==> config.mk <==
export PLATFORM = sky130hd
export DESIGN_NAME = blob_top
export DESIGN_NICKNAME = d
export VERILOG_FILES = /design/src/hw/blob_pkg.sv /design/src/hw/stream_reg.sv /design/src/hw/pixel_locator.sv /design/src/hw/colour_classifier.sv /design/src/hw/box_tracker.sv /design/src/hw/overlay_mixer.sv /design/src/hw/blob_top.sv
export SDC_FILE = /design/constraint.sdc
export NUM_CORES = 2
export LEC_CHECK = 0
export ABC_AREA = 1
export BUFFER_PORTS_ARGS = -buffer_cell sky130_fd_sc_hd__buf_2
export CELL_PAD_IN_SITES_DETAIL_PLACEMENT = 1
export CELL_PAD_IN_SITES_GLOBAL_PLACEMENT = 1
export CORE_MARGIN = 2
export CORE_UTILIZATION = 52
export DETAILED_ROUTE_END_ITERATION = 8
export HOLD_SLACK_MARGIN = 0.06
export MAX_ROUTING_LAYER = met4
export PLACE_DENSITY_LB_ADDON = 0.2
export SLEW_MARGIN = 40
export SYNTH_ARGS = -nofsm -noshare
export SYNTH_HDL_FRONTEND = slang
export SYNTH_SLANG_ARGS = --single-unit
export TNS_END_PERCENT = 20
==> constraint.sdc <==
create_clock -name clk -period 63.1 [get_ports clk]
set_input_delay 6.31 -clock clk [delete_from_list [all_inputs] [get_ports clk]]
set_output_delay 6.31 -clock clk [all_outputs]
set_load 0.005 [all_outputs]
==> src/hw/blob_pkg.sv <==
`default_nettype none

package blob_pkg;

	////////////////////
	// Pixel and coordinate types
	////////////////////

	typedef logic [7:0] channel_t;

	typedef struct packed {
		channel_t red;   // Bits 23:16
		channel_t green;
		channel_t blue;  // Bits 7:0
	} pixel_t;

	typedef logic [10:0] coord_t;

	// Frame geometry
	localparam coord_t IMAGE_W = 11'd640;
	localparam coord_t IMAGE_H = 11'd480;
	localparam coord_t COORD_NONE = 11'd2047;  // Never equals a real x or y

	// Consecutive hits needed, current pixel included
	localparam int RED_RUN = 6;
	localparam int BLUE_RUN = 5;
	localparam int ORANGE_RUN = 6;

	// Largest single step a box edge may take
	localparam coord_t GAP_LIMIT = 11'd5;

	////////////////////
	// Classification thresholds
	////////////////////

	localparam channel_t RED_MARGIN = 8'd30;      // Red lead over green and blue
	localparam channel_t BLUE_SLACK = 8'd20;      // Blue may trail green by less
	localparam channel_t ORANGE_HUE_LO = 8'd15;   // Half degrees
	localparam channel_t ORANGE_HUE_HI = 8'd30;
	localparam channel_t ORANGE_MIN_VAL = 8'd120;
	localparam channel_t ORANGE_MIN_SAT = 8'd110;

	// Flag and box colours
	localparam pixel_t COL_RED = 24'hff0000;
	localparam pixel_t COL_BLUE = 24'h0000ff;
	localparam pixel_t COL_ORANGE = 24'hde9a07;

	// Low nibble of blue in the start word of a video packet
	localparam logic [3:0] VIDEO_ID = 4'h0;

endpackage

`default_nettype wire

==> src/hw/stream_reg.sv <==
`timescale 1ns/1ps
`default_nettype none

module stream_reg (
	input  logic             clk,
	input  logic             reset_n,
	input  logic             valid_i,
	output logic             ready_o,
	input  blob_pkg::pixel_t pixel_i,
	input  logic             sop_i,
	input  logic             eop_i,
	output logic             valid_o,
	input  logic             ready_i,
	output blob_pkg::pixel_t pixel_o,
	output logic             sop_o,
	output logic             eop_o
);

	logic full;
	logic load;

	// Accept when empty or when the held word leaves this cycle
	assign ready_o = ~full | ready_i;
	assign load = valid_i & ready_o;
	assign valid_o = full;

	always_ff @(posedge clk) begin
		if (!reset_n) begin
			full <= 1'b0;
		end else if (load) begin
			full <= 1'b1;
		end else if (ready_i) begin
			full <= 1'b0;  // Drained with nothing behind it
		end
	end

	// Payload
	always_ff @(posedge clk) begin
		if (load) begin
			pixel_o <= pixel_i;
			sop_o <= sop_i;
			eop_o <= eop_i;
		end
	end

endmodule

`default_nettype wire

==> src/hw/pixel_locator.sv <==
`timescale 1ns/1ps
`default_nettype none

module pixel_locator (
	input  logic             clk,
	input  logic             reset_n,
	input  logic             valid_i,
	input  logic             ready_i,
	input  logic             sop_i,
	input  logic             eop_i,
	input  blob_pkg::pixel_t pixel_i,
	output logic             advance_o,
	output logic             frame_start_o,
	output logic             frame_end_o,
	output logic             video_o,
	output blob_pkg::coord_t x_o,
	output blob_pkg::coord_t y_o
);

	import blob_pkg::*;

	// One strobe per word moving from in_reg to out_reg
	assign advance_o = valid_i & ready_i;
	assign frame_start_o = advance_o & sop_i;
	assign frame_end_o = advance_o & eop_i & video_o;

	////////////////////
	// Position counters
	////////////////////

	always_ff @(posedge clk) begin
		if (!reset_n) begin
			x_o <= '0;
			y_o <= '0;
			video_o <= 1'b0;
		end else if (advance_o) begin
			if (sop_i) begin
				x_o <= '0;
				y_o <= '0;
				video_o <= (pixel_i.blue[3:0] == VIDEO_ID);  // Packet type from descriptor
			end else if (x_o == IMAGE_W - 11'd1) begin
				x_o <= '0;  // End of line
				y_o <= y_o + 11'd1;
			end else begin
				x_o <= x_o + 11'd1;
			end
		end
	end

endmodule

`default_nettype wire

==> src/hw/colour_classifier.sv <==
`timescale 1ns/1ps
`default_nettype none

module colour_classifier (
	input  logic             clk,
	input  logic             reset_n,
	input  blob_pkg::pixel_t pixel_i,
	input  logic             advance_i,
	output logic             red_hit_o,
	output logic             blue_hit_o,
	output logic             orange_hit_o
);

	import blob_pkg::*;

	channel_t val;
	channel_t mn;
	channel_t delta;
	channel_t sat;
	channel_t hue;
	logic [15:0] sat_full;
	logic signed [15:0] hue_deg;
	logic red_test;
	logic blue_test;
	logic orange_test;
	logic [RED_RUN-2:0] red_hist;
	logic [BLUE_RUN-2:0] blue_hist;
	logic [ORANGE_RUN-2:0] orange_hist;

	////////////////////
	// HSV conversion
	////////////////////

	always_comb begin
		val = (pixel_i.red > pixel_i.green) ? pixel_i.red : pixel_i.green;
		if (pixel_i.blue > val)
			val = pixel_i.blue;
		mn = (pixel_i.red < pixel_i.green) ? pixel_i.red : pixel_i.green;
		if (pixel_i.blue < mn)
			mn = pixel_i.blue;
	end

	assign delta = val - mn;

	always_comb begin
		sat_full = '0;
		if (val != 8'd0)
			sat_full = ({8'd0, delta} * 16'd255) / {8'd0, val};
	end

	assign sat = sat_full[7:0];  // Never above 255

	// Six-sector hue in degrees, red sector may go negative
	always_comb begin
		logic signed [15:0] r_s;
		logic signed [15:0] g_s;
		logic signed [15:0] b_s;
		logic signed [15:0] d_s;
		r_s = signed'({8'd0, pixel_i.red});
		g_s = signed'({8'd0, pixel_i.green});
		b_s = signed'({8'd0, pixel_i.blue});
		d_s = signed'({8'd0, delta});
		hue_deg = '0;
		if (delta != 8'd0) begin
			if (val == pixel_i.red)
				hue_deg = (16'sd60 * (g_s - b_s)) / d_s;
			else if (val == pixel_i.green)
				hue_deg = 16'sd120 + (16'sd60 * (b_s - r_s)) / d_s;
			else
				hue_deg = 16'sd240 + (16'sd60 * (r_s - g_s)) / d_s;
			if (hue_deg < 0)
				hue_deg = hue_deg + 16'sd360;
		end
	end

	assign hue = hue_deg[8:1];  // Half degrees, 0 to 179

	////////////////////
	// Colour tests
	////////////////////

	assign orange_test = (hue >= ORANGE_HUE_LO) && (hue <= ORANGE_HUE_HI)
		&& (val > ORANGE_MIN_VAL) && (sat > ORANGE_MIN_SAT);

	assign red_test = ({1'b0, pixel_i.red} > {1'b0, pixel_i.green} + {1'b0, RED_MARGIN})
		&& ({1'b0, pixel_i.red} > {1'b0, pixel_i.blue} + {1'b0, RED_MARGIN})
		&& !orange_test;

	assign blue_test = ({1'b0, pixel_i.blue} + {1'b0, BLUE_SLACK} > {1'b0, pixel_i.green})
		&& (pixel_i.blue > pixel_i.red)
		&& !orange_test;

	// Run histories only move when a word really transfers
	always_ff @(posedge clk) begin
		if (!reset_n) begin
			red_hist <= '0;
			blue_hist <= '0;
			orange_hist <= '0;
		end else if (advance_i) begin
			red_hist <= {red_hist[RED_RUN-3:0], red_test};
			blue_hist <= {blue_hist[BLUE_RUN-3:0], blue_test};
			orange_hist <= {orange_hist[ORANGE_RUN-3:0], orange_test};
		end
	end

	assign red_hit_o = red_test & (&red_hist);
	assign blue_hit_o = blue_test & (&blue_hist);
	assign orange_hit_o = orange_test & (&orange_hist);

endmodule

`default_nettype wire

==> src/hw/box_tracker.sv <==
`timescale 1ns/1ps
`default_nettype none

module box_tracker (
	input  logic             clk,
	input  logic             reset_n,
	input  logic             hit_i,
	input  logic             advance_i,
	input  logic             frame_start_i,
	input  logic             frame_end_i,
	input  blob_pkg::coord_t x_i,
	input  blob_pkg::coord_t y_i,
	output blob_pkg::coord_t left_o,
	output blob_pkg::coord_t right_o,
	output blob_pkg::coord_t top_o,
	output blob_pkg::coord_t bottom_o
);

	import blob_pkg::*;

	coord_t x_min;
	coord_t x_max;
	coord_t y_min;
	coord_t y_max;
	logic grow_left;
	logic grow_right;
	logic grow_top;

	// An edge jumps freely only while it still holds its start value
	assign grow_left = (x_i < x_min)
		&& ((x_min - x_i < GAP_LIMIT) || (x_min == IMAGE_W - 11'd1));
	assign grow_right = (x_i > x_max)
		&& ((x_i - x_max < GAP_LIMIT) || (x_max == 11'd0));
	assign grow_top = (y_i < y_min)
		&& ((y_min - y_i < GAP_LIMIT) || (y_min == IMAGE_H - 11'd1));

	////////////////////
	// Running bounds
	////////////////////

	always_ff @(posedge clk) begin
		if (!reset_n || frame_start_i) begin
			x_min <= IMAGE_W - 11'd1;
			x_max <= '0;
			y_min <= IMAGE_H - 11'd1;
			y_max <= '0;
		end else if (hit_i && advance_i) begin
			if (grow_left)
				x_min <= x_i;
			if (grow_right)
				x_max <= x_i;
			if (grow_top)
				y_min <= y_i;
			y_max <= y_min + (x_max - x_min);  // Square box from old width
		end
	end

	// Edges shown during the next frame
	always_ff @(posedge clk) begin
		if (!reset_n) begin
			left_o <= COORD_NONE;
			right_o <= COORD_NONE;
			top_o <= COORD_NONE;
			bottom_o <= COORD_NONE;
		end else if (frame_end_i) begin
			left_o <= x_min;
			right_o <= x_max;
			top_o <= y_min;
			bottom_o <= y_max;
		end
	end

endmodule

`default_nettype wire

==> src/hw/overlay_mixer.sv <==
`timescale 1ns/1ps
`default_nettype none

module overlay_mixer (
	input  logic             clk,
	input  logic             reset_n,
	input  blob_pkg::pixel_t pixel_i,
	input  logic             sop_i,
	input  logic             video_i,
	input  logic             mode_i,
	input  blob_pkg::coord_t x_i,
	input  blob_pkg::coord_t y_i,
	input  logic             advance_i,
	input  logic             frame_start_i,
	input  logic             frame_end_i,
	input  logic             red_hit_i,
	input  logic             blue_hit_i,
	input  logic             orange_hit_i,
	output blob_pkg::pixel_t pixel_o
);

	import blob_pkg::*;

	coord_t red_l, red_r, red_t, red_b;
	coord_t blue_l, blue_r, blue_t, blue_b;
	coord_t orng_l, orng_r, orng_t, orng_b;
	logic red_active;
	logic blue_active;
	logic orange_active;
	channel_t grey;
	pixel_t painted;

	box_tracker red_box (
		.clk(clk), .reset_n(reset_n), .hit_i(red_hit_i), .advance_i(advance_i),
		.frame_start_i(frame_start_i), .frame_end_i(frame_end_i), .x_i(x_i), .y_i(y_i),
		.left_o(red_l), .right_o(red_r), .top_o(red_t), .bottom_o(red_b)
	);

	box_tracker blue_box (
		.clk(clk), .reset_n(reset_n), .hit_i(blue_hit_i), .advance_i(advance_i),
		.frame_start_i(frame_start_i), .frame_end_i(frame_end_i), .x_i(x_i), .y_i(y_i),
		.left_o(blue_l), .right_o(blue_r), .top_o(blue_t), .bottom_o(blue_b)
	);

	box_tracker orange_box (
		.clk(clk), .reset_n(reset_n), .hit_i(orange_hit_i), .advance_i(advance_i),
		.frame_start_i(frame_start_i), .frame_end_i(frame_end_i), .x_i(x_i), .y_i(y_i),
		.left_o(orng_l), .right_o(orng_r), .top_o(orng_t), .bottom_o(orng_b)
	);

	// Pixel lies on one of the four box lines
	assign red_active = (x_i == red_l) | (x_i == red_r) | (y_i == red_t) | (y_i == red_b);
	assign blue_active = (x_i == blue_l) | (x_i == blue_r) | (y_i == blue_t) | (y_i == blue_b);
	assign orange_active = (x_i == orng_l) | (x_i == orng_r) | (y_i == orng_t) | (y_i == orng_b);

	assign grey = {1'b0, pixel_i.green[7:1]} + {2'b0, pixel_i.red[7:2]}
		+ {2'b0, pixel_i.blue[7:2]};

	// Boxes over flags over grey
	always_comb begin
		if (red_active)
			painted = COL_RED;
		else if (blue_active)
			painted = COL_BLUE;
		else if (orange_active)
			painted = COL_ORANGE;
		else if (red_hit_i)
			painted = COL_RED;
		else if (blue_hit_i)
			painted = COL_BLUE;
		else if (orange_hit_i)
			painted = COL_ORANGE;
		else
			painted = {grey, grey, grey};
	end

	// Descriptor words and non-video packets go through untouched
	assign pixel_o = (mode_i && !sop_i && video_i) ? painted : pixel_i;

endmodule

`default_nettype wire

==> src/hw/blob_top.sv <==
`timescale 1ns/1ps
`default_nettype none

module blob_top (
	input  logic             clk,
	input  logic             reset_n,
	input  blob_pkg::pixel_t sink_data_i,
	input  logic             sink_valid_i,
	input  logic             sink_sop_i,
	input  logic             sink_eop_i,
	output logic             sink_ready_o,
	output blob_pkg::pixel_t source_data_o,
	output logic             source_valid_o,
	output logic             source_sop_o,
	output logic             source_eop_o,
	input  logic             source_ready_i,
	input  logic             mode_i
);

	import blob_pkg::*;

	logic in_valid;
	logic out_ready;
	pixel_t in_pixel;
	logic in_sop;
	logic in_eop;
	logic advance;
	logic frame_start;
	logic frame_end;
	logic video;
	coord_t x;
	coord_t y;
	logic red_hit;
	logic blue_hit;
	logic orange_hit;
	pixel_t mix_pixel;

	////////////////////
	// Input slice
	////////////////////

	stream_reg in_reg (
		.clk(clk), .reset_n(reset_n),
		.valid_i(sink_valid_i), .ready_o(sink_ready_o),
		.pixel_i(sink_data_i), .sop_i(sink_sop_i), .eop_i(sink_eop_i),
		.valid_o(in_valid), .ready_i(out_ready),
		.pixel_o(in_pixel), .sop_o(in_sop), .eop_o(in_eop)
	);

	// Locator and classifier both look at the word held in in_reg
	pixel_locator locator (
		.clk(clk), .reset_n(reset_n),
		.valid_i(in_valid), .ready_i(out_ready),
		.sop_i(in_sop), .eop_i(in_eop), .pixel_i(in_pixel),
		.advance_o(advance), .frame_start_o(frame_start), .frame_end_o(frame_end),
		.video_o(video), .x_o(x), .y_o(y)
	);

	colour_classifier classifier (
		.clk(clk), .reset_n(reset_n), .pixel_i(in_pixel), .advance_i(advance),
		.red_hit_o(red_hit), .blue_hit_o(blue_hit), .orange_hit_o(orange_hit)
	);

	overlay_mixer mixer (
		.clk(clk), .reset_n(reset_n), .pixel_i(in_pixel), .sop_i(in_sop),
		.video_i(video), .mode_i(mode_i), .x_i(x), .y_i(y), .advance_i(advance),
		.frame_start_i(frame_start), .frame_end_i(frame_end),
		.red_hit_i(red_hit), .blue_hit_i(blue_hit), .orange_hit_i(orange_hit),
		.pixel_o(mix_pixel)
	);

	////////////////////
	// Output slice
	////////////////////

	stream_reg out_reg (
		.clk(clk), .reset_n(reset_n),
		.valid_i(in_valid), .ready_o(out_ready),
		.pixel_i(mix_pixel), .sop_i(in_sop), .eop_i(in_eop),
		.valid_o(source_valid_o), .ready_i(source_ready_i),
		.pixel_o(source_data_o), .sop_o(source_sop_o), .eop_o(source_eop_o)
	);

endmodule

`default_nettype wire

==> summary.md <==
| Metric | Value |
|---|---|
| Top_reg_cell synth | dfxtp_1 |
| Root Buffer | clkbuf_16 |
| Max frequency | 0.02210 GHz |
| Setup CP Type | flip-flop to flip-flop |
| Final hold violation count | 0 |
| Total gr overflow | 0 |
| Chip Height | 326.9 um |
| Synthesized cell area | 0.05420 mm^2 |
| R2R depth | 236 |
| # hold bufs at CTS | 0 |
| Simple-gate share of the synthesized area | 26.84% |
| Vias in the first global route | 57124 |
| CTS buffer count | 42 |
| H-Tree Depth | 2 |
| Detail Route Antenna Nets | 0 |
| Slew Viols, Final | 0 |
| Worst path depth | 236 |
| Crit path DAT | 45.75 ns |
| Initial antenna violation count | 6 |
| Register bit total from synthesis | 355 |
| Met2 GRT Util | 59.74% |
| CP Launch Type | flip-flop |
| Outcome | complete, no violations |
| Cell mode on critical path | nand2_1 |
| CP max FO | 27 |
| CP endpoint kind | flip-flop |
| First-pass GRT wire length | 310600 um |
| HP Class | flip-flop to flip-flop |
| Mux cell area share after synthesis | 0.05540% |
| Final Setup Violations | 0 |
| Vias | 55033 |
| Synth unique cells | 100 |
| Gp weighted congestion | 0.9563 |
| Fin crit share | 71.71% |
| Layout cells sized above 1 | 7.759% |
| Die Wd | 326.9 um |
| Crit path max-delay family | compound AO/OA/AOI/OAI gates |
| Slowest-stage cell, CP | xnor2_1 |
| CTS tree | yes |
| WHS Path Cells | 2 |
| I/O Buffers | 58 |
| Tightest Pin Transition | 0.9155 ns |
| M3 GR Usage | 3.838% |
| EDFF count, synth | 52 |
| Clock sink total | 355 |
| Fin crit period | 45.25 ns |
| Setup_tns | 0 ns |
| Full die area | 0.1068 mm^2 |
| Largest family of logic cells by synthesized area | simple AND/OR/NAND/NOR gates |
| Worst-Skew Late Latency | 0.62 ns |
| DR vias/cell | 5.912 |
| Fraction of registers with async set or reset after synthesis | 0% |
| Largest net degree at the start of global routing | 87 |
| DRT iter0 DRCs | 3703 |
| Synth-to-Final Area Change | 5.111% |
| Fill cells | 14014 |
| Crit path buffers/inverters | 38 |
| Core ar. | 0.1035 mm^2 |
| Worst-path clk slew | 0.06 ns |
| Synth Instances | 7922 |
| Met1 GRT Util | 47.48% |
| Cts repair resizes | 0 |
| Hold slack | 0.4674 ns |
| Starting Density | 52.37% |
| Drt wl/cell | 21.00 um |
| CTS Buffer Depth | 3 |
| # IOs | 59 |
| Post-CTS setup buffers | 0 |
| Req. time, crit path | 63.60 ns |
| Post-DP HPWL | 154000 um |
| RSZ-0062 raised after global routing | no |
| Largest registers | in_reg.pixel_o: 24 flops, out_reg.pixel_o: 24 flops |
| Synth warn | 0 |
| All-Layer GR Usage | 36.89% |
| Most Crowded Layer GR | met2 |
| Compound-Gate Fraction of Synth Area | 17.40% |
| Final Util | 55.05% |
| TritonRoute pass-1 iters | 5 |
| Routed WL | 195500 um |
| Core Rows | 118 |
| Clock Skew | 0.04553 ns |
| Max Cap Viol | 0 |
| Post-synthesis xor/xnor area fraction | 10.37% |
| Mean Syn Cell Area | 6.842 um^2 |
| Slowest stage delay, CP | 0.64 ns |
| Syn nets | 8807 |
| Slew HR | 38.70% |
| Sequential share of the synthesized area | 14.07% |
| # DRC | 0 |
| Nets@finish | 8781 |
| Area share of fa/ha/maj cells after synthesis | 21.20% |
[layer usage]
layer	routed length, um	vias up	share of wire [%]
met1	86060	26733	44
met2	89220	1542	46
met5	0	-	0
met4	8339	0	4.3
li1	-	26318	-
met3	11830	440	6.1
[logic make-up after synthesis]
logic type                 after synthesis
and+or+nand+nor                       3194
AOI/OAI and AO/OA                     1582
muxes                                    3
buffers and inverters                 1296
adders and majority gates              854
DFF                                    355
xor gates and xnor gates               638
[worst register-to-register path: cells and delay by family (launching register included)]
family / cells / cell delay (ns)
adder cells (fa/ha/maj): 21 / 6.88
XOR/XNOR: 2 / 0.91
AO/OA/AOI/OAI: 81 / 16.62
buffers and inverters: 38 / 5.52
flip-flops: 1 / 0.62
AND/OR/NAND/NOR: 94 / 14.53
[through the flow]
step,area (um^2),setup WS (ns),instances
CTS,56950,17.80,9306
global placement,55450,19.14,9231
detailed placement,55480,18.01,9232
floorplan,54200,22.36,7922
finish,56970,17.85,9309
global route,56970,13.90,9308
[layout by cell type, fill, tap and decap left out, drive strengths merged, types with 218 or more instances in the layout]
master,n
a21oi,468
dfxtp,303
ha,747
inv,1093
nand2,1738
nand3,453
nor2,598
o21ai,663
xnor2,218
xor2,420
[Yosys cell counts (all sizes together), types with 90 or more instances]
master / count / area [um^2]
nor3: 108 / 575.6
o21ai: 663 / 3412
ha: 747 / 9346
a21oi: 468 / 2496
nand3: 453 / 2490
xor2: 420 / 3705
o211ai: 90 / 705.7
fa: 107 / 2142
inv: 1093 / 4105
dfxtp: 303 / 6066
clkbuf: 131 / 752.0
nor2: 598 / 2441
nand4: 109 / 752.0
a21o: 103 / 782.0
xnor2: 218 / 1917
nand2: 1738 / 7019
[cell type report]
type	count	area [um^2]	share of cell area [%]
antenna	3	7.507	0.01318
clock buffer	58	1265	2.220
clock inverter	16	206.4	0.3624
inverter	1108	4167	7.313
multi-input combinational	6271	41210	72.33
sequential	355	7629	13.39
tap	1380	1727	3.031
timing repair buffer	118	763.2	1.340
[final timing paths]
check                               from                    endpoint  slack [ns]
setup / recovery      in_reg.pixel_o[12]  mixer.orange_box.x_max[10]       17.85
hold / removal    mixer.red_box.y_max[8]   mixer.red_box.bottom_o[8]        0.47
hold reg to reg   mixer.red_box.y_max[8]   mixer.red_box.bottom_o[8]        0.47
setup reg to reg      in_reg.pixel_o[12]  mixer.orange_box.x_max[10]       17.85
Power is left out: the tool's default activity adds up to more than one toggle a clock period on the data nets, which glitch-free logic cannot reach.
